## src/design/rv_pkg.sv

```systemverilog
/*
 * Shared types and constants for the four-stage RV32I core.
 * Word accesses only, and the memory map assumes 32-bit aligned addresses.
 */
`default_nettype none

package rv_pkg;

	// Datapath and memory sizes
	localparam int XLEN      = 32;
	localparam int RAM_WORDS = 128;
	localparam int ROM_WORDS = 64;
	localparam int RAM_AW    = $clog2(RAM_WORDS);
	localparam int ROM_AW    = $clog2(ROM_WORDS);

	// Memory map
	localparam logic [XLEN-1:0] RAM_BASE       = 32'h1001_0000;
	localparam logic [XLEN-1:0] UART_DATA_ADDR = 32'h1001_0400;
	localparam logic [XLEN-1:0] UART_STAT_ADDR = 32'h1001_0404;

	// UART bit length in clocks
	localparam int CLKS_PER_BIT = 4;
	localparam int BAUD_CW      = $clog2(CLKS_PER_BIT);

	// addi x0, x0, 0
	localparam logic [XLEN-1:0] NOP_INSTR = 32'h0000_0013;

	// Major opcodes
	localparam logic [6:0] OP_R      = 7'b0110011;
	localparam logic [6:0] OP_IMM    = 7'b0010011;
	localparam logic [6:0] OP_LUI    = 7'b0110111;
	localparam logic [6:0] OP_LOAD   = 7'b0000011;
	localparam logic [6:0] OP_STORE  = 7'b0100011;
	localparam logic [6:0] OP_BRANCH = 7'b1100011;
	localparam logic [6:0] OP_JAL    = 7'b1101111;
	localparam logic [6:0] OP_JALR   = 7'b1100111;

	typedef enum logic [2:0] {
		ALU_ADD, ALU_SUB, ALU_AND, ALU_OR, ALU_XOR, ALU_SLT, ALU_PASS_B
	} alu_op_t;

	// Writeback source, same order as the four-input mux
	typedef enum logic [1:0] {WB_ALU, WB_MEM, WB_PC4, WB_IMM} wb_sel_t;

	typedef struct packed {
		logic [XLEN-1:0] pc;
		logic [XLEN-1:0] instr;
	} if_id_t;

	typedef struct packed {
		logic    alu_src_a; // 1 selects pc
		logic    alu_src_b; // 1 selects imm
		alu_op_t alu_op;
		logic    branch;
		logic    bne;
		logic    jump;
		logic    jalr;
		logic    mem_read;
		logic    mem_write;
		logic    reg_write;
		wb_sel_t wb_sel;
	} ctrl_t;

	localparam ctrl_t CTRL_NOP = '{alu_src_a: 1'b0, alu_src_b: 1'b0, alu_op: ALU_PASS_B,
		branch: 1'b0, bne: 1'b0, jump: 1'b0, jalr: 1'b0, mem_read: 1'b0,
		mem_write: 1'b0, reg_write: 1'b0, wb_sel: WB_ALU};

	typedef struct packed {
		logic [XLEN-1:0] pc;
		logic [XLEN-1:0] rs1_val;
		logic [XLEN-1:0] rs2_val;
		logic [XLEN-1:0] imm;
		logic [4:0]      rd;
		ctrl_t           ctrl;
	} id_ex_t;

	typedef struct packed {
		logic [XLEN-1:0] alu_result;
		logic [XLEN-1:0] store_data;
		logic [XLEN-1:0] pc_plus_4;
		logic [XLEN-1:0] imm;
		logic [4:0]      rd;
		logic            mem_read;
		logic            mem_write;
		logic            reg_write;
		wb_sel_t         wb_sel;
	} ex_mem_t;

	// Wishbone master request and slave response
	typedef struct packed {
		logic            cyc;
		logic            stb;
		logic            we;
		logic [XLEN-1:0] adr;
		logic [XLEN-1:0] dat;
	} wb_req_t;

	typedef struct packed {
		logic            ack;
		logic [XLEN-1:0] dat;
	} wb_rsp_t;

	typedef struct packed {
		logic            en;
		logic [4:0]      rd;
		logic [XLEN-1:0] data;
	} reg_wr_t;

endpackage

`default_nettype wire

```

## src/design/rv_uart_tx.sv

```systemverilog
/*
 * Transmit-only UART, 8N1, LSB first. Status bit 0 reads busy.
 * A data write while busy is acked and dropped, so software polls first.
 */
`default_nettype none

module rv_uart_tx (
	input  wire                     i_clk,
	input  wire                     i_reset,
	input  wire  rv_pkg::wb_req_t   i_wb_req,
	output rv_pkg::wb_rsp_t         o_wb_rsp,
	output logic                    o_tx
);

	logic [9:0]                 shifter;
	logic [3:0]                 bits_left;
	logic [rv_pkg::BAUD_CW-1:0] baud_cnt;
	logic                       busy;
	logic                       ack_q;
	logic                       load;
	logic                       bit_end;

	assign load    = i_wb_req.cyc && i_wb_req.stb && i_wb_req.we && !ack_q && !busy
		&& i_wb_req.adr == rv_pkg::UART_DATA_ADDR;
	assign bit_end = baud_cnt == rv_pkg::BAUD_CW'(rv_pkg::CLKS_PER_BIT - 1);

	always_ff @(posedge i_clk) begin
		if (i_reset) begin
			ack_q     <= 1'b0;
			busy      <= 1'b0;
			baud_cnt  <= '0;
			bits_left <= '0;
		end else begin
			ack_q <= i_wb_req.cyc && i_wb_req.stb && !ack_q;
			if (load) begin
				// Stop, data, start
				shifter   <= {1'b1, i_wb_req.dat[7:0], 1'b0};
				bits_left <= 4'd10;
				baud_cnt  <= '0;
				busy      <= 1'b1;
			end else if (busy) begin
				baud_cnt <= bit_end ? '0 : baud_cnt + 1'b1;
				if (bit_end) begin
					shifter   <= {1'b1, shifter[9:1]};
					bits_left <= bits_left - 4'd1;
					// Stop bit finished
					if (bits_left == 4'd1)
						busy <= 1'b0;
				end
			end
		end
	end

	// Idle line high
	assign o_tx = busy ? shifter[0] : 1'b1;

	assign o_wb_rsp.ack = ack_q;
	assign o_wb_rsp.dat = (i_wb_req.adr == rv_pkg::UART_STAT_ADDR) ?
		{{(rv_pkg::XLEN-1){1'b0}}, busy} : '0;

endmodule

`default_nettype wire

```

## config.mk

```make
export PLATFORM = sky130hd
export DESIGN_NAME = rv_uart_tx
export DESIGN_NICKNAME = d
export VERILOG_FILES = /design/src/design/rv_pkg.sv /design/src/design/rv_uart_tx.sv
export SDC_FILE = /design/constraint.sdc
export NUM_CORES = 1
export LEC_CHECK = 0
export BUFFER_PORTS_ARGS = -buffer_cell sky130_fd_sc_hd__buf_2
export CORE_MARGIN = 2
export CORE_UTILIZATION = 25
export DETAILED_ROUTE_END_ITERATION = 12
export PLACE_DENSITY = 0.66
export SLEW_MARGIN = 10
export SYNTH_ARGS = -nofsm -noshare
export SYNTH_HDL_FRONTEND = slang
export SYNTH_SLANG_ARGS = --single-unit
```

## constraint.sdc

```tcl
create_clock -name i_clk -period 7.2 [get_ports i_clk]
set_input_delay 1.8 -clock i_clk [delete_from_list [all_inputs] [get_ports i_clk]]
set_output_delay 1.8 -clock i_clk [all_outputs]
set_load 0.05 [all_outputs]
```

## After elaboration in Yosys (flattened, before gate mapping)

Index checks and enable logic that the tools add are counted.

| operators by class | value |
|---|---|
| add/subtract/negate cells | 2 |
| equal/unequal tests | 4 |
| muxes and demuxes | 13 |
| bitwise operators | 1 |
| reduce and logical (&&, ||, !) cells | 14 |

Operators with widths:

| kind | number |
|---|---|
| equality test 32 x 29 -> 1 bit (second input constant) | 2 |
| 2-to-1 mux 10 bit | 2 |
| 2-to-1 mux 4 bit | 3 |
| 2-to-1 mux 9 bit | 1 |
| logical AND 1 bit | 6 |
| 2-to-1 mux 1 bit | 6 |
| equality test 4 x 1 -> 1 bit (second input constant) | 1 |
| AND reduction 2 bit | 2 |
| nonzero test 2 bit | 2 |
| subtractor 4 x 1 -> 4 bit (second input constant) | 1 |
| AND reduction 3 bit | 1 |
| adder 2 x 1 -> 2 bit (second input constant) | 1 |
| equality test 2 bit (second input constant) | 1 |
| logical NOT 1 bit | 2 |
| 2-to-1 mux 2 bit | 1 |
| OR reduction 2 bit | 1 |
| NOT 1 bit | 1 |

| storage, ports and cells | value |
|---|---|
| bits in registers | 18 |
| bits of input ports | 69 |
| output and inout port bits | 34 |
| word-level logic and storage cells | 41 |

## Longest topological paths before layout

| depth | value |
|---|---|
| depth after elaboration | 7 |
| depth in mapped cells | 6 |
| depth with buffers taken out | 5 |

## Least setup slack after synthesis

Ideal clock, no wire load.

| path | value |
|---|---|
| path kind | input-to-output |
| start point | input port i_wb_req[49] (netlist name) |
| end point | output port o_wb_rsp[0] (netlist name) |
| arrival time | 3.341 ns |
| data required time | 5.400 ns |
| path slack | 2.059 ns |
| cell stages on the path | 3 |
| path buffers | 0 |
| cells stage by stage | nor4b_1 > nand4_1 > nor3_1 |

RTL lines:

| item | line | RTL |
|---|---|---|
| start, declared | rv_uart_tx.sv:10 | `input wire rv_pkg::wb_req_t i_wb_req,` |
| end, declared | rv_uart_tx.sv:11 | `output rv_pkg::wb_rsp_t o_wb_rsp,` |

==> flow_summary_export.csv <==
group,metric,value,unit
setup_path,crit_path_start,"i_wb_req[54]",
yosys,synth_cell_types,28,
layout,area_growth,18.2,%
place,dpl.hpwl,1.59,mm
clock_tree,cts_tree,"built",
clock_tree,clk_pin_slew,60,ps
worst_hold_path,worstHoldStart,"baud_cnt[1]$_SDFFE_PP0P_",
setup_path,startpoint_type,"input port",
die,std_cell_rows,24,
power,p_per_area,171,nW/um^2
yosys,synth_compound_area_share,2.95,%
clock_tree,cts_resized,0,
global_route,grt_pass1_vias,696,
yosys,syn_area_per_cell,10.3,sq um
place,gp_congestion,0.706,
layout,num_antenna_cells,0,
setup_path,path_common_cell,"buf_2",
yosys,yosys.area_share.simple,16.9,%
die,die_x,70.4,microns
place,port_buffers,47,
sta,fin_crit,4670,ps
setup_path,cp_data_required_time,5400,ps
sta,fmax,214,MHz
layout,fillers,464,
sta,maxSlewHeadroom,34.3,%
yosys,muxShareOfSynthArea,10.7,%
yosys,syn_area,1100,sq um
layout,fin_cells,205,
sta,clock_skew,4.03,ps
route,vias,796,
job,maxCapViolCount,0,
yosys,synth_ff_type,"edfxtp_1",
setup_path,crit_buf_inv,2,
yosys,yosysWarnings,0,
route,routed_wl,1.90,mm
yosys,synth-edff-count,9,
sta,rsz0062_at_grt,"no",
clock_tree,cts.sinks,17,
clock_tree,clock_latency,250,ps
yosys,synthAdderAreaFrac,3.41,%
yosys,synth_top_family_by_area,"buffers and inverters",
clock_tree,ctsHtreeMaxLevel,1,
route,drc,0,
layout,layout-drive-gt1-share,39.9,%
clock_tree,numCtsBuffers,3,
power,leakage,0.590,nW
setup_path,timing.rr.start,"ack_q$_SDFF_PP0_",
power,internal_power,0.000149,W
die,start_util,25.6,%
route,dr.pass1.iters,4,
layout,utilization,30.3,%
die,core_area,4290,sq um
setup_path,slowest_delay,290,ps
clock_tree,cts-root-buf,"clkbuf_8",
power,power,0.000222,W
sta,finalSetupTns,0,ps
route,wl_per_cell,9.27,microns
worst_hold_path,hp-class,"reg -> reg",
yosys,ys_ff_latch,17,
yosys,ys_seq_area_share,39.1,%
yosys,ys_async_sr_fraction,0,%
setup_path,slowest_stage,"buf_2",
layout,layout.nets,226,
power,p_comb_share,22.8,%
layout,stdcell_area,1300,sq um
sta,slew_violations,0,
power,pwr-share-seq,45.5,%
yosys,yosys.area.top_type,"edfxtp_1",
place,placed_area,1250,sq um
route,avgViaCountPerCell,3.88,
clock_tree,cts_buffer_depth,2,
power,max-vdd-ir-drop,0.0685,mV
setup_path,cp.arrival,2870,ps
setup_path,cpLargestDelayFamily,"simple AND/OR/NAND/NOR gates",
setup_path,cp_cell_sequence,"buf_2, nor4_1, nand4_1, nor3_1, buf_2",
power,clockPowerShare,31.7,%
sta,report.final.setup_viol,0,
global_route,antenna_found_initial,0,
sta,tightest_slew,976,ps
die,die_height,70.4,microns
clock_tree,postCtsSetupRepairBufs,0,
yosys,syn_inst,107,
global_route,grt_max_degree,13,
global_route,grt_pass1_wl,2.99,mm
sta,hold_viol_final,0,
yosys,yosysMostFrequentCell,"buf_4",
yosys,netlist_top_cells_count,"32 x buf_4, 9 x edfxtp_1, 8 x dfxtp_1",
yosys,synthXorXnorAreaFrac,2.39,%
yosys,synth_area_leaders,"edfxtp_1 25%, buf_4 22%, dfxtp_1 15%",
die,die-area,4950,sq um
die,ios,103,
yosys,synth_top_area_share,24.5,%
setup_path,critPathKind,"in -> out",
clock_tree,cts_hold_buf,0,
sta,min_period_over_period,64.8,%
power,p_sw_share,32.9,%
setup_path,endpoint_kind,"primary output",
place,placed_cells,201,
setup_path,worstPathMaxFanout,3,
route,ant_nets,0,
route,drtIter0Drc,33,
global_route,track_usage,7.51,%
power,power.switching,0.0000731,W
status,outcome,"finished clean",
global_route,grt-ovfl-total,0,
==> power groups by stage <==
stage	clock network (W)	registers, W	logic [W]
3_5_place_dp	0	0.000103	0.0000507
4_1_cts	0.0000738	0.000101	0.0000507
3_3_place_gp	0	0.000103	0.0000504
5_1_grt	0.0000784	0.000101	0.0000533
6_report	0.0000704	0.000101	0.0000507
2_1_floorplan	0	0.000103	0.0000520
==> layer usage <==
metal / share of wire [%] / wire [microns] / global-route usage, % / vias up
met4: 0 / 0 / 1.28 / 0
met3: 13 / 250 / 3.90 / 0
met1: 38 / 714 / 8.44 / 348
met5: 0 / 0 / 0 / -
li1: - / - / - / 404
met2: 49 / 936 / 12.8 / 44
==> per-stage QoR <==
step | hold slack [ps] | setup slack [ps]
global placement | 519 | 2510
finish | 529 | 2530
CTS | 538 | 2510
global route | 563 | 2370
floorplan | 502 | 2060
detailed placement | 524 | 2510
==> worst reg2reg max path, delay by kind of cell, from the launching register on <==
kind               cells  cell delay (ps)
DFF                    1              310
and+or+nand+nor        2              840
AOI/OAI and AO/OA      1              730
==> logic make-up after synthesis <==
group                      after synthesis
other                                    1
adders and majority gates                3
xor gates and xnor gates                 3
buffers and inverters                   37
AOI/OAI and AO/OA                        6
DFF                                     17
muxes                                    9
and+or+nand+nor                         31
==> registers in the layout (all words and copies together), names as in the netlist <==
| name | flops |
|---|---|
| shifter | 9 |
| bits_left | 4 |
| baud_cnt | 2 |
| ack_q | 1 |
| busy | 1 |
==> final cells by class <==
cell class	count	area (sq um)	area share [%]
multi-input combinational	83	517	39.7
sequential	17	430	33.1
timing repair buffer	47	235	18.1
tap	52	65.1	5.00
clock buffer	3	41.3	3.17
inverter	2	7.51	0.577
clock inverter	1	5.00	0.385
==> final timing paths <==
kind | end | slack, ps | cells after the start
setup / recovery | o_wb_rsp[0] | 2530 | 5
hold / removal | baud_cnt[1]$_SDFFE_PP0P_ | 530 | 2
setup reg to reg | shifter[7]$_DFFE_PP_ | 4950 | 3
hold reg to reg | baud_cnt[1]$_SDFFE_PP0P_ | 530 | 2
==> layout by cell type (no fill, tap or decap) <==
master    instances
nor4b_2           1
nor3_1            5
ha_1              3
clkinv_2          1
nor3b_1           1
mux2_4            5
a21oi_1           5
xor2_1            1
nor4b_1           1
nand3b_1          1
conb_1           31
dfxtp_1           8
xnor2_1           2
inv_1             2
nand3_1           1
nand2b_1          2
mux2i_1           2
mux2_2            2
nor2_1            4
nand4_1           2
buf_2            47
clkbuf_8          3
and2_2            1
edfxtp_1          9
or4_4             1
o31ai_1           1
nor4_1            7
nand2_1           4
No activity file was read; power rests on OpenSTA's default activity.
