### config.mk
export PLATFORM = sky130hd
export DESIGN_NAME = rv_fetch
export DESIGN_NICKNAME = d
export VERILOG_FILES = /design/src/design/rv_pkg.sv /design/src/design/rv_fetch.sv
export SDC_FILE = /design/constraint.sdc
export NUM_CORES = 1
export LEC_CHECK = 0
export ABC_AREA = 0
export BUFFER_PORTS_ARGS = -buffer_cell sky130_fd_sc_hd__buf_2
export CORE_MARGIN = 2
export CORE_UTILIZATION = 55
export DETAILED_ROUTE_END_ITERATION = 12
export PLACE_DENSITY = 0.84
export RECOVER_POWER = 50
export REMOVE_ABC_BUFFERS = 1
export SLEW_MARGIN = 20
export SYNTH_ARGS = -nofsm -noshare
export SYNTH_HDL_FRONTEND = slang
export SYNTH_SLANG_ARGS = --single-unit
### constraint.sdc
create_clock -name i_clk -period 5.6 [get_ports i_clk]
set_input_delay 0.56 -clock i_clk [delete_from_list [all_inputs] [get_ports i_clk]]
set_output_delay 0.56 -clock i_clk [all_outputs]
set_load 0.01 [all_outputs]
### src/dv/program.hex
// One RV32I instruction word per line, word address 0 first
// s0 = UART base, a0 = byte to send, send subroutine at word 54
10010437 // lui  x8, 0x10010
00700493 // addi x9, x0, 7
00500913 // addi x18, x0, 5
40040413 // addi x8, x8, 0x400
01248533 // add  x10, x9, x18
0C4000EF // jal  x1, send
41248533 // sub  x10, x9, x18
0BC000EF // jal  x1, send
0124F533 // and  x10, x9, x18
0B4000EF // jal  x1, send
0124E533 // or   x10, x9, x18
0AC000EF // jal  x1, send
0124C533 // xor  x10, x9, x18
0A4000EF // jal  x1, send
00992533 // slt  x10, x18, x9
09C000EF // jal  x1, send
000125B7 // lui  x11, 0x12
03F06613 // ori  x12, x0, 0x3f
23458513 // addi x10, x11, 0x234
08C000EF // jal  x1, send
00F67513 // andi x10, x12, 0xf
084000EF // jal  x1, send
100109B7 // lui  x19, 0x10010
20000A37 // lui  x20, 0x20000
0A500693 // addi x13, x0, 0xa5
05A00713 // addi x14, x0, 0x5a
00D9A023 // sw   x13, 0(x19)
00E9A223 // sw   x14, 4(x19)
0049A503 // lw   x10, 4(x19)
064000EF // jal  x1, send
0009A503 // lw   x10, 0(x19)
05C000EF // jal  x1, send
000A2503 // lw   x10, 0(x20)
054000EF // jal  x1, send
00000793 // addi x15, x0, 0
00500813 // addi x16, x0, 5
00078513 // loop1: addi x10, x15, 0
044000EF // jal  x1, send
00178793 // addi x15, x15, 1
00000013 // nop
FF0798E3 // bne  x15, x16, loop1
00000663 // beq  x0, x0, skip
0EE00513 // addi x10, x0, 0xee
02C000EF // jal  x1, send
03C00513 // skip: addi x10, x0, 0x3c
024000EF // jal  x1, send
08000793 // addi x15, x0, 0x80
08800813 // addi x16, x0, 0x88
00078513 // loop2: addi x10, x15, 0
014000EF // jal  x1, send
00178793 // addi x15, x15, 1
00000013 // nop
FF0798E3 // bne  x15, x16, loop2
0000006F // halt: jal x0, halt
00442283 // send: lw x5, 4(x8)
00000013 // nop
FE029CE3 // bne  x5, x0, send
00A42023 // sw   x10, 0(x8)
00008067 // jalr x0, 0(x1)
00000013
00000013
00000013
00000013
00000013
### src/design/rv_pkg.sv
/*
 * Shared types and constants for the four-stage RV32I core.
 * Word accesses only, and the memory map assumes 32-bit aligned addresses.
 */
`default_nettype none

package rv_pkg;

	// Datapath and memory sizes
	localparam int XLEN      = 32;
	localparam int RAM_WORDS = 128;
	localparam int ROM_WORDS = 64;
	localparam int RAM_AW    = $clog2(RAM_WORDS);
	localparam int ROM_AW    = $clog2(ROM_WORDS);

	// Memory map
	localparam logic [XLEN-1:0] RAM_BASE       = 32'h1001_0000;
	localparam logic [XLEN-1:0] UART_DATA_ADDR = 32'h1001_0400;
	localparam logic [XLEN-1:0] UART_STAT_ADDR = 32'h1001_0404;

	// UART bit length in clocks
	localparam int CLKS_PER_BIT = 4;
	localparam int BAUD_CW      = $clog2(CLKS_PER_BIT);

	// addi x0, x0, 0
	localparam logic [XLEN-1:0] NOP_INSTR = 32'h0000_0013;

	// Major opcodes
	localparam logic [6:0] OP_R      = 7'b0110011;
	localparam logic [6:0] OP_IMM    = 7'b0010011;
	localparam logic [6:0] OP_LUI    = 7'b0110111;
	localparam logic [6:0] OP_LOAD   = 7'b0000011;
	localparam logic [6:0] OP_STORE  = 7'b0100011;
	localparam logic [6:0] OP_BRANCH = 7'b1100011;
	localparam logic [6:0] OP_JAL    = 7'b1101111;
	localparam logic [6:0] OP_JALR   = 7'b1100111;

	typedef enum logic [2:0] {
		ALU_ADD, ALU_SUB, ALU_AND, ALU_OR, ALU_XOR, ALU_SLT, ALU_PASS_B
	} alu_op_t;

	// Writeback source, same order as the four-input mux
	typedef enum logic [1:0] {WB_ALU, WB_MEM, WB_PC4, WB_IMM} wb_sel_t;

	typedef struct packed {
		logic [XLEN-1:0] pc;
		logic [XLEN-1:0] instr;
	} if_id_t;

	typedef struct packed {
		logic    alu_src_a; // 1 selects pc
		logic    alu_src_b; // 1 selects imm
		alu_op_t alu_op;
		logic    branch;
		logic    bne;
		logic    jump;
		logic    jalr;
		logic    mem_read;
		logic    mem_write;
		logic    reg_write;
		wb_sel_t wb_sel;
	} ctrl_t;

	localparam ctrl_t CTRL_NOP = '{alu_src_a: 1'b0, alu_src_b: 1'b0, alu_op: ALU_PASS_B,
		branch: 1'b0, bne: 1'b0, jump: 1'b0, jalr: 1'b0, mem_read: 1'b0,
		mem_write: 1'b0, reg_write: 1'b0, wb_sel: WB_ALU};

	typedef struct packed {
		logic [XLEN-1:0] pc;
		logic [XLEN-1:0] rs1_val;
		logic [XLEN-1:0] rs2_val;
		logic [XLEN-1:0] imm;
		logic [4:0]      rd;
		ctrl_t           ctrl;
	} id_ex_t;

	typedef struct packed {
		logic [XLEN-1:0] alu_result;
		logic [XLEN-1:0] store_data;
		logic [XLEN-1:0] pc_plus_4;
		logic [XLEN-1:0] imm;
		logic [4:0]      rd;
		logic            mem_read;
		logic            mem_write;
		logic            reg_write;
		wb_sel_t         wb_sel;
	} ex_mem_t;

	// Wishbone master request and slave response
	typedef struct packed {
		logic            cyc;
		logic            stb;
		logic            we;
		logic [XLEN-1:0] adr;
		logic [XLEN-1:0] dat;
	} wb_req_t;

	typedef struct packed {
		logic            ack;
		logic [XLEN-1:0] dat;
	} wb_rsp_t;

	typedef struct packed {
		logic            en;
		logic [4:0]      rd;
		logic [XLEN-1:0] data;
	} reg_wr_t;

endpackage

`default_nettype wire

### src/design/rv_fetch.sv
/*
 * Fetch stage. The ROM loads program.hex at elaboration and is read combinationally.
 * A stall overrides a redirect; execute holds the redirect until the stall ends.
 */
`default_nettype none

module rv_fetch (
	input  wire                     i_clk,
	input  wire                     i_reset,
	input  wire                     i_stall,
	input  wire                     i_redirect,
	input  wire  [rv_pkg::XLEN-1:0] i_target,
	output rv_pkg::if_id_t          o_if_id
);

	logic [rv_pkg::XLEN-1:0] pc;
	logic [rv_pkg::XLEN-1:0] rom [rv_pkg::ROM_WORDS];
	logic [rv_pkg::XLEN-1:0] instr;

	initial begin
		$readmemh("/design/src/dv/program.hex", rom);
	end

	// Word index from the pc
	assign instr = rom[pc[rv_pkg::ROM_AW+1:2]];

	always_ff @(posedge i_clk) begin
		if (i_reset) begin
			pc            <= '0;
			o_if_id.pc    <= '0;
			o_if_id.instr <= rv_pkg::NOP_INSTR;
		end else if (!i_stall) begin
			o_if_id.pc <= pc;
			if (i_redirect) begin
				// Wrong-path fetch becomes a bubble
				pc            <= i_target;
				o_if_id.instr <= rv_pkg::NOP_INSTR;
			end else begin
				pc            <= pc + 32'd4;
				o_if_id.instr <= instr;
			end
		end
	end

endmodule

`default_nettype wire

== After elaboration in Yosys (flattened, before gate mapping) ==
Index checks and enable logic that the tools add are counted.

* Shifts and indexed selects: 0
* Reduce and logical (&&, ||, !) cells: 0
* Magnitude comparators: 0
* Bitwise operators: 0
* Add/sub/neg operators: 1
* $mul: 0
* Multiplexer cells: 2
* Div/mod/pow operators: 0
* Eq/ne operators: 0

{| class="wikitable"
|+ Operator list
! cell !! number
|-
| 32-bit two-way mux || 2
|-
| 32-bit by 3-bit adder with 32-bit output (second input constant) || 1
|}

* Logic and storage cells: 6
* Input bits: 36
* Output and inout port bits: 64
* Bits in writable memories: 0
* Bits in latches: 0
* Memories kept: 0
* Bits in registers: 96
* Memory bits (read-only): 0

== Depth between registers and ports, before layout ==
* Word-level depth: 2
* Gate-level depth with buffers: 7
* Depth with buffers taken out: 6

== Least setup slack after synthesis ==
OpenSTA, ideal clock, no wires.

* Kind: reg2reg
* Start: reg pc[2] (netlist name)
* End: reg pc[28] (netlist name)
* Library setup time: 0.069 ns
* Cell stages (with the launch flop): 7
* Path buffers: 0
* Data required time: 5.531 ns
* Path slack: 3.668 ns
* Data arrival time: 1.863 ns
* Clock period less this slack: 1.932 ns
* Cell sequence: dfxtp_1 > ha_1 > nand4_2 > nor4_4 > nor4b_1 > mux2_1 > o21ai_1

* Word-level cells in the longest chain between the ends: 2

{| class="wikitable"
|+ RTL lines
! what !! line !! text
|-
| start, declared || rv_fetch.sv:16 || <nowiki>logic [rv_pkg::XLEN-1:0] pc;</nowiki>
|-
| start signal, assigned || rv_fetch.sv:36 || <nowiki>pc <= i_target;</nowiki>
|-
| start signal, assigned || rv_fetch.sv:39 || <nowiki>pc <= pc + 32'd4;</nowiki>
|-
| 32-bit by 3-bit adder with 32-bit output || rv_fetch.sv:39 ||
|-
| 32-bit two-way mux || rv_fetch.sv:34 || <nowiki>if (i_redirect) begin</nowiki>
|}

Every way passes these cells.
A chain may end at the register's enable or synchronous reset.

== Worst setup path in the final report ==
* Start: in i_redirect
* End: reg pc[16] (netlist name)

* Word-level cells in the longest chain between the ends: 1

{| class="wikitable"
|+ RTL lines
! what !! line !! text
|-
| start, declared || rv_fetch.sv:11 || <nowiki>input wire i_redirect,</nowiki>
|-
| 32-bit two-way mux || rv_fetch.sv:34 ||
|}

Every way passes these cells.

==> results_dict.tcl <==
set metrics [dict create \
    status "finished, final reports clean" \
    critPathArrivalTime_ps 2680 \
    setup_viol 0 \
    power_density_nw_per_um2 277.4 \
    synth_top_cell_by_area "dfxtp_1" \
    path_buf_inv 2 \
    synth_top_family_by_area "simple AND/OR/NAND/NOR gates" \
    rsz0062_at_grt "false" \
    critPathKind "input port to flip-flop" \
    synthXorXnorAreaFrac 0.005126 \
    grt_pass1_vias 2797 \
    fp.dieH_um 82.82 \
    required_ps 5820 \
    p_sw_uw 266.7 \
    synth_area_per_cell_um2 8.314 \
    fin_skew_ps 4.352 \
    drive_above_1_share 0.1303 \
    worst_slew_pin_slew_ps 1083 \
    synthFlopType "dfxtp_1" \
    area_delta_synth_final_pct 10.69 \
    synth_enable_flop_cells 0 \
    yosys.area.top_type_share 0.3750 \
    cts-resized-gates 0 \
    period_minus_slack_ps 2464 \
    path_cells "buf_2, clkinv_1, nand2_1, nor2_1, a222oi_1, nor2_1" \
    coreArea_um2 5956 \
    htree_levels 3 \
    clk_latency_ps 340 \
    cts-root-buf "clkbuf_8" \
    drc 0 \
    path_common_cell "nor2_1" \
    numCtsBuffers 9 \
    nFillCells 556 \
    synth_common_cells "dfxtp_1, nor2_1, mux2i_1, buf_4, a21oi_1" \
    slew_violations 0 \
    rows 28 \
    multi_input_area_um2 1843 \
    critical_path.top_delay_family "buffers and inverters" \
    r2r_slack_ps 3240 \
    post-route-period-util 0.4400 \
    cp_max_fo 47 \
    synthSimpleGateAreaFrac 0.2296 \
    relSlewSlack 0.2762 \
    synth_compound_area_frac 0.1659 \
    hold_viol_final 0 \
    async_flop_share 0 \
    crit_slowest_cell "clkinv_1" \
    dieArea_um2 6859 \
    clkPwrFrac 0.414 \
    max_freq_ghz 0.4059 \
    syn_area_um2 3417 \
    initial_core_util 0.5737 \
    antenna_cells 0 \
    ios 100 \
    routed_wirelength_mm 7.987 \
    max_cap_violations 0 \
    ant_nets 0 \
    holdBufCountCts 0 \
    cell_internal_pwr_uw 782.6 \
    antenna_found_initial 0 \
    drtIter0Drc 321 \
    ir_drop_v 0.0001827 \
    power.leakage_uw 0.001527 \
    ys_seq_elements 64 \
    track_usage 0.2301 \
    synth_adder_area_share 0.003662 \
    hp-class "flip-flop to flip-flop" \
    clockBufferDepth 2 \
    critPathMaxStageDelay_ps 700 \
    seq_power_share 0.476 \
    clock_sinks 64 \
    synth.most_common_cell "dfxtp_1" \
    power_frac_comb 0.110 \
    cts_tree "yes" \
    grt_max_degree 78 \
    via_count 3123 \
    regArea_um2 1281 \
    die_w_um 82.82 \
    viasPerCell 5.751 \
    first_pass_iters 7 \
    io_buffer_count 67 \
    yosysUniqueCellTypes 57 \
    worstSetupStartpointType "input port" \
    routabilityCongestion 0.8300 \
    whs_ps 455.6 \
    cts_setup_buffers 0 \
    critPathCaptureType "flip-flop" \
    fin_setup_tns_ps 0 \
    yosysSeqAreaShare 0.3750 \
    p_sw_frac 0.2542 \
    grt_pass1_wl_mm 13.02 \
    wl_per_cell_um 14.71 \
    synth_warnings 0 \
    synthTopCellsByArea "dfxtp_1, mux2i_1, buf_4, nor2_1, a21oi_1" \
    netlist_instances 411 \
    yosys-mux-area-fraction 0.09996 \
    hpwl_mm 5.224 \
    grt-ovfl-total 0 \
    nNetsFinal 500 \
    clk_pin_slew_ps 70 \
]
[per-stage QoR]
| stage | utilization | cell area (um^2) | power [uW] | instances | worst slack (ps) |
|---|---|---|---|---|---|
| finish | 0.6351 | 3782 | 1049 | 543 | 3136 |
| global route | 0.6351 | 3782 | 1089 | 543 | 2952 |
| CTS | 0.6420 | 3824 | 1058 | 543 | 3224 |
| detailed placement | 0.6061 | 3610 | 623.0 | 527 | 2854 |
| global placement | 0.6061 | 3610 | 619.1 | 527 | 2869 |
| floorplan | - | 3166 | 566.9 | 383 | 3668 |
[layout by cell type (no fill, tap or decap), types with 12 or more instances in the layout]
cell	instances
conb_1	32
nand4_1	12
nand2_1	24
clkbuf_1	36
mux2i_1	33
nor2_1	62
dfxtp_1	64
buf_2	34
o21ai_0	15
a21oi_1	31
[flip-flops by register name (all words and copies together) (netlist names)]
signal and count:
pc 32, o_if_id 32
[logic make-up (layout without fill, tap and decap cells)]
| family | Yosys count | after routing |
|---|---|---|
| AND/OR/NAND/NOR | 149 | 149 |
| AO/OA/AOI/OAI | 90 | 90 |
| buffers and inverters | 69 | 96 |
| flip-flops | 64 | 64 |
| multiplexers | 34 | 34 |
| other | 2 | 32 |
| XOR/XNOR | 2 | 2 |
| adder cells (fa/ha/maj) | 1 | 1 |
[power groups by stage]
stage / registers [uW] / clock network [uW] / logic [uW]
final: 499 / 435 / 115
after CTS: 498 / 444 / 116
after floorplan: 506 / 0 / 60.6
after detailed placement: 508 / 0 / 115
after global routing: 502 / 460 / 128
after global placement: 507 / 0 / 112
[per-layer routing]
layer / routed length, um / GRT usage
met3: 629 / 0.05765
met4: 162 / 0.09389
met1: 3345 / 0.2963
met2: 3850 / 0.3688
met5: 0 / 0
[worst reg2reg max path, delay by kind of cell (launching register included)]
kind / cells / cell delay (ps)
AO/OA/AOI/OAI: 1 / 70
adder cells (fa/ha/maj): 1 / 280
flip-flops: 1 / 400
multiplexers: 1 / 360
AND/OR/NAND/NOR: 3 / 1180
[path summary, 6_finish.rpt]
check | startpoint | to | cells past startpoint
setup reg to reg | pc[2] | pc[28] | 6
setup / recovery | i_redirect | pc[16] | 6
hold reg to reg | pc[0] | pc[0] | 2
hold / removal | pc[0] | pc[0] | 2
[area by class of cell]
| cell class | instances | area share |
|---|---|---|
| Clock buffer | 13 | 0.03936 |
| Inverter | 11 | 0.01092 |
| Sequential cell | 64 | 0.3387 |
| Multi-Input combinational cell | 308 | 0.4873 |
| Timing Repair Buffer | 69 | 0.08171 |
| Clock inverter | 3 | 0.01720 |
| Tap cell | 75 | 0.02481 |
Note: power is estimated with default switching activity, not from simulation.
