<file path="config.mk">
export PLATFORM = sky130hd
export DESIGN_NAME = rv_mem_stage
export DESIGN_NICKNAME = d
export VERILOG_FILES = /design/src/design/rv_pkg.sv /design/src/design/rv_mem_stage.sv
export SDC_FILE = /design/constraint.sdc
export NUM_CORES = 1
export LEC_CHECK = 0
export BUFFER_PORTS_ARGS = -buffer_cell sky130_fd_sc_hd__buf_2
export CAP_MARGIN = 20
export CORE_AREA = 2 2 109 111
export CTS_CLUSTER_SIZE = 25
export DETAILED_ROUTE_END_ITERATION = 6
export DIE_AREA = 0 0 111 113
export HOLD_SLACK_MARGIN = 0.12
export PLACE_DENSITY = 0.59
export SYNTH_ARGS = -nofsm -noshare
export SYNTH_HDL_FRONTEND = slang
export SYNTH_SLANG_ARGS = --single-unit
</file>
<file path="constraint.sdc">
create_clock -name i_clk -period 4.2 [get_ports i_clk]
set_clock_uncertainty 0.2 [all_clocks]
set_input_delay 0.84 -clock i_clk [delete_from_list [all_inputs] [get_ports i_clk]]
set_output_delay 0.84 -clock i_clk [all_outputs]
set_load 0.02 [all_outputs]
</file>
<file path="src/design/rv_pkg.sv">
/*
 * Shared types and constants for the four-stage RV32I core.
 * Word accesses only, and the memory map assumes 32-bit aligned addresses.
 */
`default_nettype none

package rv_pkg;

	// Datapath and memory sizes
	localparam int XLEN      = 32;
	localparam int RAM_WORDS = 128;
	localparam int ROM_WORDS = 64;
	localparam int RAM_AW    = $clog2(RAM_WORDS);
	localparam int ROM_AW    = $clog2(ROM_WORDS);

	// Memory map
	localparam logic [XLEN-1:0] RAM_BASE       = 32'h1001_0000;
	localparam logic [XLEN-1:0] UART_DATA_ADDR = 32'h1001_0400;
	localparam logic [XLEN-1:0] UART_STAT_ADDR = 32'h1001_0404;

	// UART bit length in clocks
	localparam int CLKS_PER_BIT = 4;
	localparam int BAUD_CW      = $clog2(CLKS_PER_BIT);

	// addi x0, x0, 0
	localparam logic [XLEN-1:0] NOP_INSTR = 32'h0000_0013;

	// Major opcodes
	localparam logic [6:0] OP_R      = 7'b0110011;
	localparam logic [6:0] OP_IMM    = 7'b0010011;
	localparam logic [6:0] OP_LUI    = 7'b0110111;
	localparam logic [6:0] OP_LOAD   = 7'b0000011;
	localparam logic [6:0] OP_STORE  = 7'b0100011;
	localparam logic [6:0] OP_BRANCH = 7'b1100011;
	localparam logic [6:0] OP_JAL    = 7'b1101111;
	localparam logic [6:0] OP_JALR   = 7'b1100111;

	typedef enum logic [2:0] {
		ALU_ADD, ALU_SUB, ALU_AND, ALU_OR, ALU_XOR, ALU_SLT, ALU_PASS_B
	} alu_op_t;

	// Writeback source, same order as the four-input mux
	typedef enum logic [1:0] {WB_ALU, WB_MEM, WB_PC4, WB_IMM} wb_sel_t;

	typedef struct packed {
		logic [XLEN-1:0] pc;
		logic [XLEN-1:0] instr;
	} if_id_t;

	typedef struct packed {
		logic    alu_src_a; // 1 selects pc
		logic    alu_src_b; // 1 selects imm
		alu_op_t alu_op;
		logic    branch;
		logic    bne;
		logic    jump;
		logic    jalr;
		logic    mem_read;
		logic    mem_write;
		logic    reg_write;
		wb_sel_t wb_sel;
	} ctrl_t;

	localparam ctrl_t CTRL_NOP = '{alu_src_a: 1'b0, alu_src_b: 1'b0, alu_op: ALU_PASS_B,
		branch: 1'b0, bne: 1'b0, jump: 1'b0, jalr: 1'b0, mem_read: 1'b0,
		mem_write: 1'b0, reg_write: 1'b0, wb_sel: WB_ALU};

	typedef struct packed {
		logic [XLEN-1:0] pc;
		logic [XLEN-1:0] rs1_val;
		logic [XLEN-1:0] rs2_val;
		logic [XLEN-1:0] imm;
		logic [4:0]      rd;
		ctrl_t           ctrl;
	} id_ex_t;

	typedef struct packed {
		logic [XLEN-1:0] alu_result;
		logic [XLEN-1:0] store_data;
		logic [XLEN-1:0] pc_plus_4;
		logic [XLEN-1:0] imm;
		logic [4:0]      rd;
		logic            mem_read;
		logic            mem_write;
		logic            reg_write;
		wb_sel_t         wb_sel;
	} ex_mem_t;

	// Wishbone master request and slave response
	typedef struct packed {
		logic            cyc;
		logic            stb;
		logic            we;
		logic [XLEN-1:0] adr;
		logic [XLEN-1:0] dat;
	} wb_req_t;

	typedef struct packed {
		logic            ack;
		logic [XLEN-1:0] dat;
	} wb_rsp_t;

	typedef struct packed {
		logic            en;
		logic [4:0]      rd;
		logic [XLEN-1:0] data;
	} reg_wr_t;

endpackage

`default_nettype wire

</file>
<file path="src/design/rv_mem_stage.sv">
/*
 * Memory and writeback stage. Wishbone classic master, one access at a time.
 * The pipeline stalls from the start of an access until the cycle of its ack.
 */
`default_nettype none

module rv_mem_stage (
	input  wire                     i_clk,
	input  wire                     i_reset,
	input  wire  rv_pkg::ex_mem_t   i_ex_mem,
	input  wire  rv_pkg::wb_rsp_t   i_wb_rsp,
	output rv_pkg::wb_req_t         o_wb_req,
	output logic                    o_stall,
	output rv_pkg::reg_wr_t         o_reg_wr
);

	typedef enum logic {MS_IDLE, MS_WAIT} ms_state_t;

	ms_state_t state;
	logic      mem_access;
	logic      done;

	assign mem_access = i_ex_mem.mem_read | i_ex_mem.mem_write;
	assign done       = (state == MS_WAIT) && i_wb_rsp.ack;
	assign o_stall    = mem_access && !done;

	// Request is raised from idle and held until ack
	always_ff @(posedge i_clk) begin
		if (i_reset) begin
			state        <= MS_IDLE;
			o_wb_req.cyc <= 1'b0;
			o_wb_req.stb <= 1'b0;
		end else begin
			case (state)
				MS_IDLE: begin
					if (mem_access) begin
						o_wb_req.cyc <= 1'b1;
						o_wb_req.stb <= 1'b1;
						o_wb_req.we  <= i_ex_mem.mem_write;
						o_wb_req.adr <= i_ex_mem.alu_result;
						o_wb_req.dat <= i_ex_mem.store_data;
						state        <= MS_WAIT;
					end
				end
				MS_WAIT: begin
					// Drop the cycle after ack
					if (i_wb_rsp.ack) begin
						o_wb_req.cyc <= 1'b0;
						o_wb_req.stb <= 1'b0;
						state        <= MS_IDLE;
					end
				end
				default: state <= MS_IDLE;
			endcase
		end
	end

	// Writeback once, in the last cycle of the instruction
	always_comb begin
		o_reg_wr.en = i_ex_mem.reg_write && !o_stall;
		o_reg_wr.rd = i_ex_mem.rd;
		case (i_ex_mem.wb_sel)
			rv_pkg::WB_MEM: o_reg_wr.data = i_wb_rsp.dat;
			rv_pkg::WB_PC4: o_reg_wr.data = i_ex_mem.pc_plus_4;
			rv_pkg::WB_IMM: o_reg_wr.data = i_ex_mem.imm;
			default:        o_reg_wr.data = i_ex_mem.alu_result;
		endcase
	end

endmodule

`default_nettype wire

</file>
* After elaboration in Yosys (flattened, before gate mapping)
Cells that the tools add are included.
** Storage, ports and cells
- Flip-flop bits (word level) :: 68
- Input bits :: 173
** Cells by class
- Equal/unequal tests :: 5
- Multiplexer cells :: 7
- Bitwise operators :: 3
- Reductions and logical operators :: 7
** Operators by type and width (number)
- $pmux 32 s3 :: 1
- $mux 67 :: 1
- $eq 2x2->1 const B :: 2
- $ne 2x2->1 const B :: 2
- $pmux 2 s2 :: 1
- $logic_and 1x1->1 :: 3
- $reduce_and 3->1 :: 1
- $eq 2x1->1 const B :: 1
- $logic_not 1->1 :: 2
- $mux 1 :: 2
- $mux 2 :: 1
- $not 1->1 :: 2
- $pmux 1 s2 :: 1
- $reduce_and 2->1 :: 1
- $or 1x1->1 :: 1

* Depth between registers and ports, before layout
Gate-level depths: netlist (run 1).
- Depth in word-level cells :: 5
- Mapped depth :: 3
- Depth with buffers taken out :: 2

* Least setup slack after synthesis (run 1)
OpenSTA, ideal clock, no wires.
- Path type :: input to register
- Start :: input i_ex_mem[3] (netlist name)
- End :: register o_wb_req[0] (netlist name), enable pin
- Library setup time :: 0.488 ns
- Arrival time :: 3.643 ns
- Data required time :: 3.512 ns
- Path slack :: -0.131 ns
- Stages on the path :: 2
- Cells stage by stage :: o21bai_1 nor2_1
** On the way
- Word-level cells in the longest chain between the ends :: 2
** RTL lines
- start, declared :: RTL line rv_mem_stage.sv:10 : input wire rv_pkg::ex_mem_t i_ex_mem,
- $or 1x1->1 :: RTL line rv_mem_stage.sv:23 : assign mem_access = i_ex_mem.mem_read | i_ex_mem.mem_write;
- $reduce_and 3->1 (no source line)
- end, declared :: RTL line rv_mem_stage.sv:12 : output rv_pkg::wb_req_t o_wb_req,
No other way between the ends.
A chain may end at the register's enable or synchronous reset.

==> flow_metrics.tcl, run 1 <==
set metrics [dict create \
    r2r-end "o_wb_req[17]" \
    synth_top_area_frac 0.671 \
    ir_drop_v 0.000199 \
    tns_ns 0 \
    start_util 0.258 \
    grt_setup_unrepaired "false" \
    wl_per_cell_microns 16.4 \
    dieArea_sq_um 12500 \
    synth_mux_area_frac 0.250 \
    r2r_start "state" \
    synth-async-reset-ratio 0 \
    grt_usage 0.135 \
    insertion_delay_ns 0.32 \
    grt_pass1_wl_microns 12800 \
    synth_compound_area_frac 0.0103 \
    synth_edf_count 65 \
    ys_seq_area_frac 0.685 \
    port_buffers 268 \
    postRouteAntennaNets 0 \
    startpoint "i_ex_mem[0]" \
    filler_cell_count 1075 \
    post-place-ws_ns 1.00 \
    ys_ff_latch 67 \
    period_minus_slack_ns 3.17 \
    endpoint_kind "output pin" \
    avgSynthCellArea_sq_um 23.8 \
    drt-initial-drc-count 48 \
    synth-simple-area-share 0.00946 \
    p_leak_uw 0.00212 \
    reg2reg_depth 3 \
    vias_per_cell 4.38 \
    synthFlopType "edfxtp_1" \
    synth_nets 295 \
    whs_endpoint "state" \
    cp.required_ns 3.16 \
    antenna_found_initial 1 \
    synth_xor_area_frac 0 \
    cts_resized 0 \
    tightest_slew_ns 0.814 \
    synthDistinctLibCells 15 \
    syn_area_sq_um 2910 \
    die_w_microns 111 \
    clk_pin_slew_ns 0.06 \
    powerDensity_nw_per_um2 437 \
    synth_warnings 0 \
    synthCells 122 \
    place_area_sq_um 4340 \
    period_share 0.755 \
    finalHoldViolations 0 \
    ios 279 \
    setup_violations 0 \
    synth_common_cells "edfxtp_1 (65), mux4_2 (30), buf_4 (6)" \
    first_global_vias 2405 \
    cts_tree "built" \
    crit_fanout 14 \
    htree_levels 3 \
    wl_microns 8830 \
    vias 2367 \
    synth_top_cell_by_area "edfxtp_1" \
    core-area_sq_um 11300 \
    postCtsHoldBufs 0 \
    worstHoldPathType "register to register" \
    synth_top_family_by_area "multiplexers" \
    synthAdderAreaFrac 0 \
    gr-total-overflow 0 \
    fin_nets 564 \
    clock_path_buffers 2 \
    fin_hold_ws_ns 0.384 \
    syn_to_final_growth_pct 62.1 \
    multi_input_area_sq_um 793 \
    drc 0 \
    hold-path-cell-count 2 \
    cts_buffers 9 \
    fmax_mhz 316 \
    ff_latch_area_sq_um 1990 \
    drive_gt1_frac 0.806 \
    dp_hpwl_microns 7160 \
    report.final.slew_viol_count 0 \
    row_count 39 \
    dieHeight_microns 113 \
    worstSetupStartpointType "primary input" \
    crit_type "primary input to output pin" \
    fin_area_sq_um 4710 \
    yosysMostFrequentCell "edfxtp_1" \
    root_buffer "clkbuf_16" \
    cts_setup_buffers 0 \
    outcome "finished clean" \
    cts.sinks 67 \
    min_from "state" \
    cap_violations 0 \
    fin_ws_ns 1.03 \
    grt_max_degree 40 \
    relSlewSlack 0.456 \
    rrSetupSlack_ns 2.19 \
    synthTopCellsByArea "edfxtp_1 (67%), mux4_2 (23%), buf_12 (2.1%), mux4_1 (1.8%), buf_4 (1.5%)" \
    arrival_ns 2.13 \
    firstDrtPassIters 4 \
    place.gp.congestion 0.808 \
]
-- flip-flops by register name (all words and copies together) (netlist names) --
name and count:
o_wb_req 66, state 1
-- power breakdown --
group	internal, uW	leakage (uW)	total, uW	switching [uW]
Clock	645	0.000181	937	292
Sequential	777	0.000626	786	8.83
Combinational	153	0.00131	335	182
Total	1580	0.00212	2060	483
-- cell usage in the layout (no fill, tap or decap), drive strengths merged --
| cell | netlist | layout |
|---|---|---|
| buf | 13 | 271 |
| edfxtp | 65 | 65 |
| mux4 | 32 | 32 |
| clkbuf | 0 | 9 |
| bufinv | 0 | 4 |
| nor2 | 3 | 3 |
| nor3 | 2 | 2 |
| inv | 0 | 2 |
| dfxtp | 2 | 2 |
| diode | 0 | 1 |
| and2 | 1 | 1 |
| o21a | 1 | 1 |
| o21bai | 1 | 1 |
| a21bo | 1 | 1 |
| a21oi | 1 | 1 |
| clkinv | 0 | 1 |
-- cell type report --
cell class	count	share of cell area
Clock inverter	7	0.0311
Sequential cell	67	0.423
Multi-Input combinational cell	42	0.168
Antenna cell	1	0.000531
Timing Repair Buffer	271	0.292
Tap cell	143	0.0380
Clock buffer	9	0.0478
-- per-stage QoR --
step                cells  total power [uW]   util
floorplan             122               994      -
global placement      523              1130  0.385
detailed placement    523              1140  0.385
CTS                   539              2090  0.418
global route          539              2140  0.418
finish                540              2060  0.418
-- worst max-delay path: stages --
cell and delay, ns:
buf_2 0.21, buf_4 0.35, mux4_2 0.55, buf_2 0.17
-- worst max-delay path by stage --
stage | end | cells after the start
global route | o_reg_wr[21] | 4
detailed placement | o_reg_wr[21] | 4
finish | o_reg_wr[5] | 4
global placement | o_reg_wr[23] | 4
floorplan | o_wb_req[0] | 2
CTS | o_reg_wr[13] | 4
-- routing by layer --
metal  up-vias  track usage  wire (microns)
met5         -            0               0
met4         0       0.0575             146
met3        14       0.0477             881
met2       161        0.244            4630
met1      1121        0.142            3170
li1       1071            -               -
-- kinds of logic after synthesis --
| logic type | Yosys count |
|---|---|
| buffers and inverters | 13 |
| DFF | 67 |
| AOI/OAI and AO/OA | 4 |
| muxes | 32 |
| and+or+nand+nor | 6 |
No activity file was read; power rests on OpenSTA's default activity.
==> run 2, diff against run 1 <==
==> constraint.sdc (replaced) <==
create_clock -name i_clk -period 2.61 [get_ports i_clk]
set_clock_uncertainty 0.2 [all_clocks]
set_input_delay 0.522 -clock i_clk [delete_from_list [all_inputs] [get_ports i_clk]]
set_output_delay 0.522 -clock i_clk [all_outputs]
set_load 0.02 [all_outputs]
==> run 2 against run 1 <==
Effect of this change: clock-buffer cell count increased by 1; critical endpoint is now o_reg_wr[27]; wire length decreased by 1.3%; largest power group is now sequential cells; sequential share of layout area increased by 0.53 points; highest routed layer unchanged; sequential power increased by 62%; cell count unchanged.
==> flow_metrics.tcl, run 2 (same netlist as run 1, synthesis figures left out) <==
set metrics [dict create \
    report.final.slew_viol_count 0 \
    dieHeight_microns 113 \
    endpoint_kind "output pin" \
    row_count 39 \
    worstSetupStartpointType "primary input" \
    port_buffers 268 \
    worstHoldPathType "primary input to register" \
    arrival_ns 1.60 \
    drc 0 \
    clk_pin_slew_ns 0.05 \
    fin_nets 566 \
    first_global_vias 2554 \
    wl_microns 8710 \
    postCtsHoldBufs 0 \
    grt_max_degree 36 \
    clock_path_buffers 2 \
    dieArea_sq_um 12500 \
    core-area_sq_um 11300 \
    final_cell_mix "buf_2 (268), edfxtp_1 (65), mux4_2 (30), clkbuf_16 (9), buf_12 (3)" \
    largest_reg_flops 66 \
    relSlewSlack 0.706 \
    vias_per_cell 4.42 \
    finalHoldViolations 0 \
    root_buffer "clkbuf_16" \
    postRouteAntennaNets 0 \
    reg.largest.list "o_wb_req: 66 flops, state: 1 flops" \
    drive_gt1_frac 0.801 \
    routed.top_layer "met4" \
    htree_levels 3 \
    period_minus_slack_ns 2.32 \
    cap_violations 0 \
    wl_met2_microns 4460 \
    crit_fanout 15 \
    cts_setup_buffers 0 \
    cts.sinks 67 \
    setup_violations 0 \
    fmax_mhz 431 \
    ir_drop_v 0.000282 \
    met1_length_microns 3140 \
    period_share 0.888 \
    tns_ns 0 \
    tightest_slew_ns 0.441 \
    final_common_cell "buf_2" \
    final_util 0.413 \
    syn_to_final_growth_pct 60.0 \
    p_leak_uw 0.00209 \
    drt-initial-drc-count 115 \
    cts_buffers 9 \
    cts_resized 0 \
    grt_pass1_wl_microns 13100 \
    wl_per_cell_microns 16.1 \
    die_w_microns 111 \
    crit_type "primary input to output pin" \
    cp.required_ns 1.89 \
    place.gp.congestion 0.843 \
    ios 279 \
    start_util 0.258 \
    antenna_found_initial 0 \
    largest_register "o_wb_req" \
    firstDrtPassIters 4 \
    outcome "finished clean" \
    powerDensity_nw_per_um2 629 \
    grt_usage 0.137 \
    grt_setup_unrepaired "false" \
    gr-total-overflow 0 \
    met3_length_microns 930 \
    vias 2387 \
    cts_tree "built" \
    insertion_delay_ns 0.32 \
]
==> run 2: cell count changes in the layout (fill, tap and decap cells not counted) <==
| cell | previous run | this run |
|---|---|---|
| clkinv_1 | 0 | 1 |
| inv_6 | 2 | 0 |
| clkinv_2 | 0 | 2 |
| buf_12 | 1 | 3 |
| clkinv_4 | 1 | 0 |
| clkbuf_1 | 0 | 1 |
| bufinv_16 | 4 | 1 |
==> run 2: final timing paths <==
check / from / slack, ns / end / depth (start not counted)
max: i_ex_mem[0] / 0.29 / o_reg_wr[27] / 4
min: i_ex_mem[78] / 0.18 / o_wb_req[4] / 1
max reg2reg: state / 1.00 / o_wb_req[51] / 3
min reg2reg: state / 0.37 / state / 2
==> run 2: worst max-delay path, stage by stage <==
cell and delay [ns]:
buf_2 0.16, buf_12 0.19, mux4_1 0.55, buf_2 0.17
==> run 2: power by group <==
group | internal [uW] | total [uW] | switching [uW]
clock network | 721 | 1120 | 396
logic | 251 | 546 | 295
registers | 1250 | 1270 | 13.6
==> run 2: final cells by class <==
type                       count  area [sq um]
antenna                        1          2.50
tap                          143           179
sequential                    67          1990
clock buffer                  10           229
timing repair buffer         273          1420
clock inverter                 4          43.8
fill                        1060          6620
multi-input combinational     42           793
==> run 2: through the flow <==
| stage | setup WS [ns] | cell area, sq um | cells | hold WS [ns] | power [uW] |
|---|---|---|---|---|---|
| after detailed placement | 0.271 | 4380 | 525 | 0.354 | 1840 |
| after global placement | 0.271 | 4380 | 525 | 0.344 | 1830 |
| after floorplan | 0.391 | 2920 | 122 | 0.317 | 1600 |
| after global routing | 0.225 | 4650 | 539 | 0.155 | 3060 |
| final | 0.292 | 4660 | 540 | 0.175 | 2930 |
| after CTS | 0.267 | 4650 | 539 | 0.158 | 2980 |
==> run 2: metal layers <==
metal / GRT usage / up-vias
li1: - / 1072
met1: 0.151 / 1128
met2: 0.240 / 174
met3: 0.0552 / 13
met4: 0.0533 / 0
met5: 0 / -
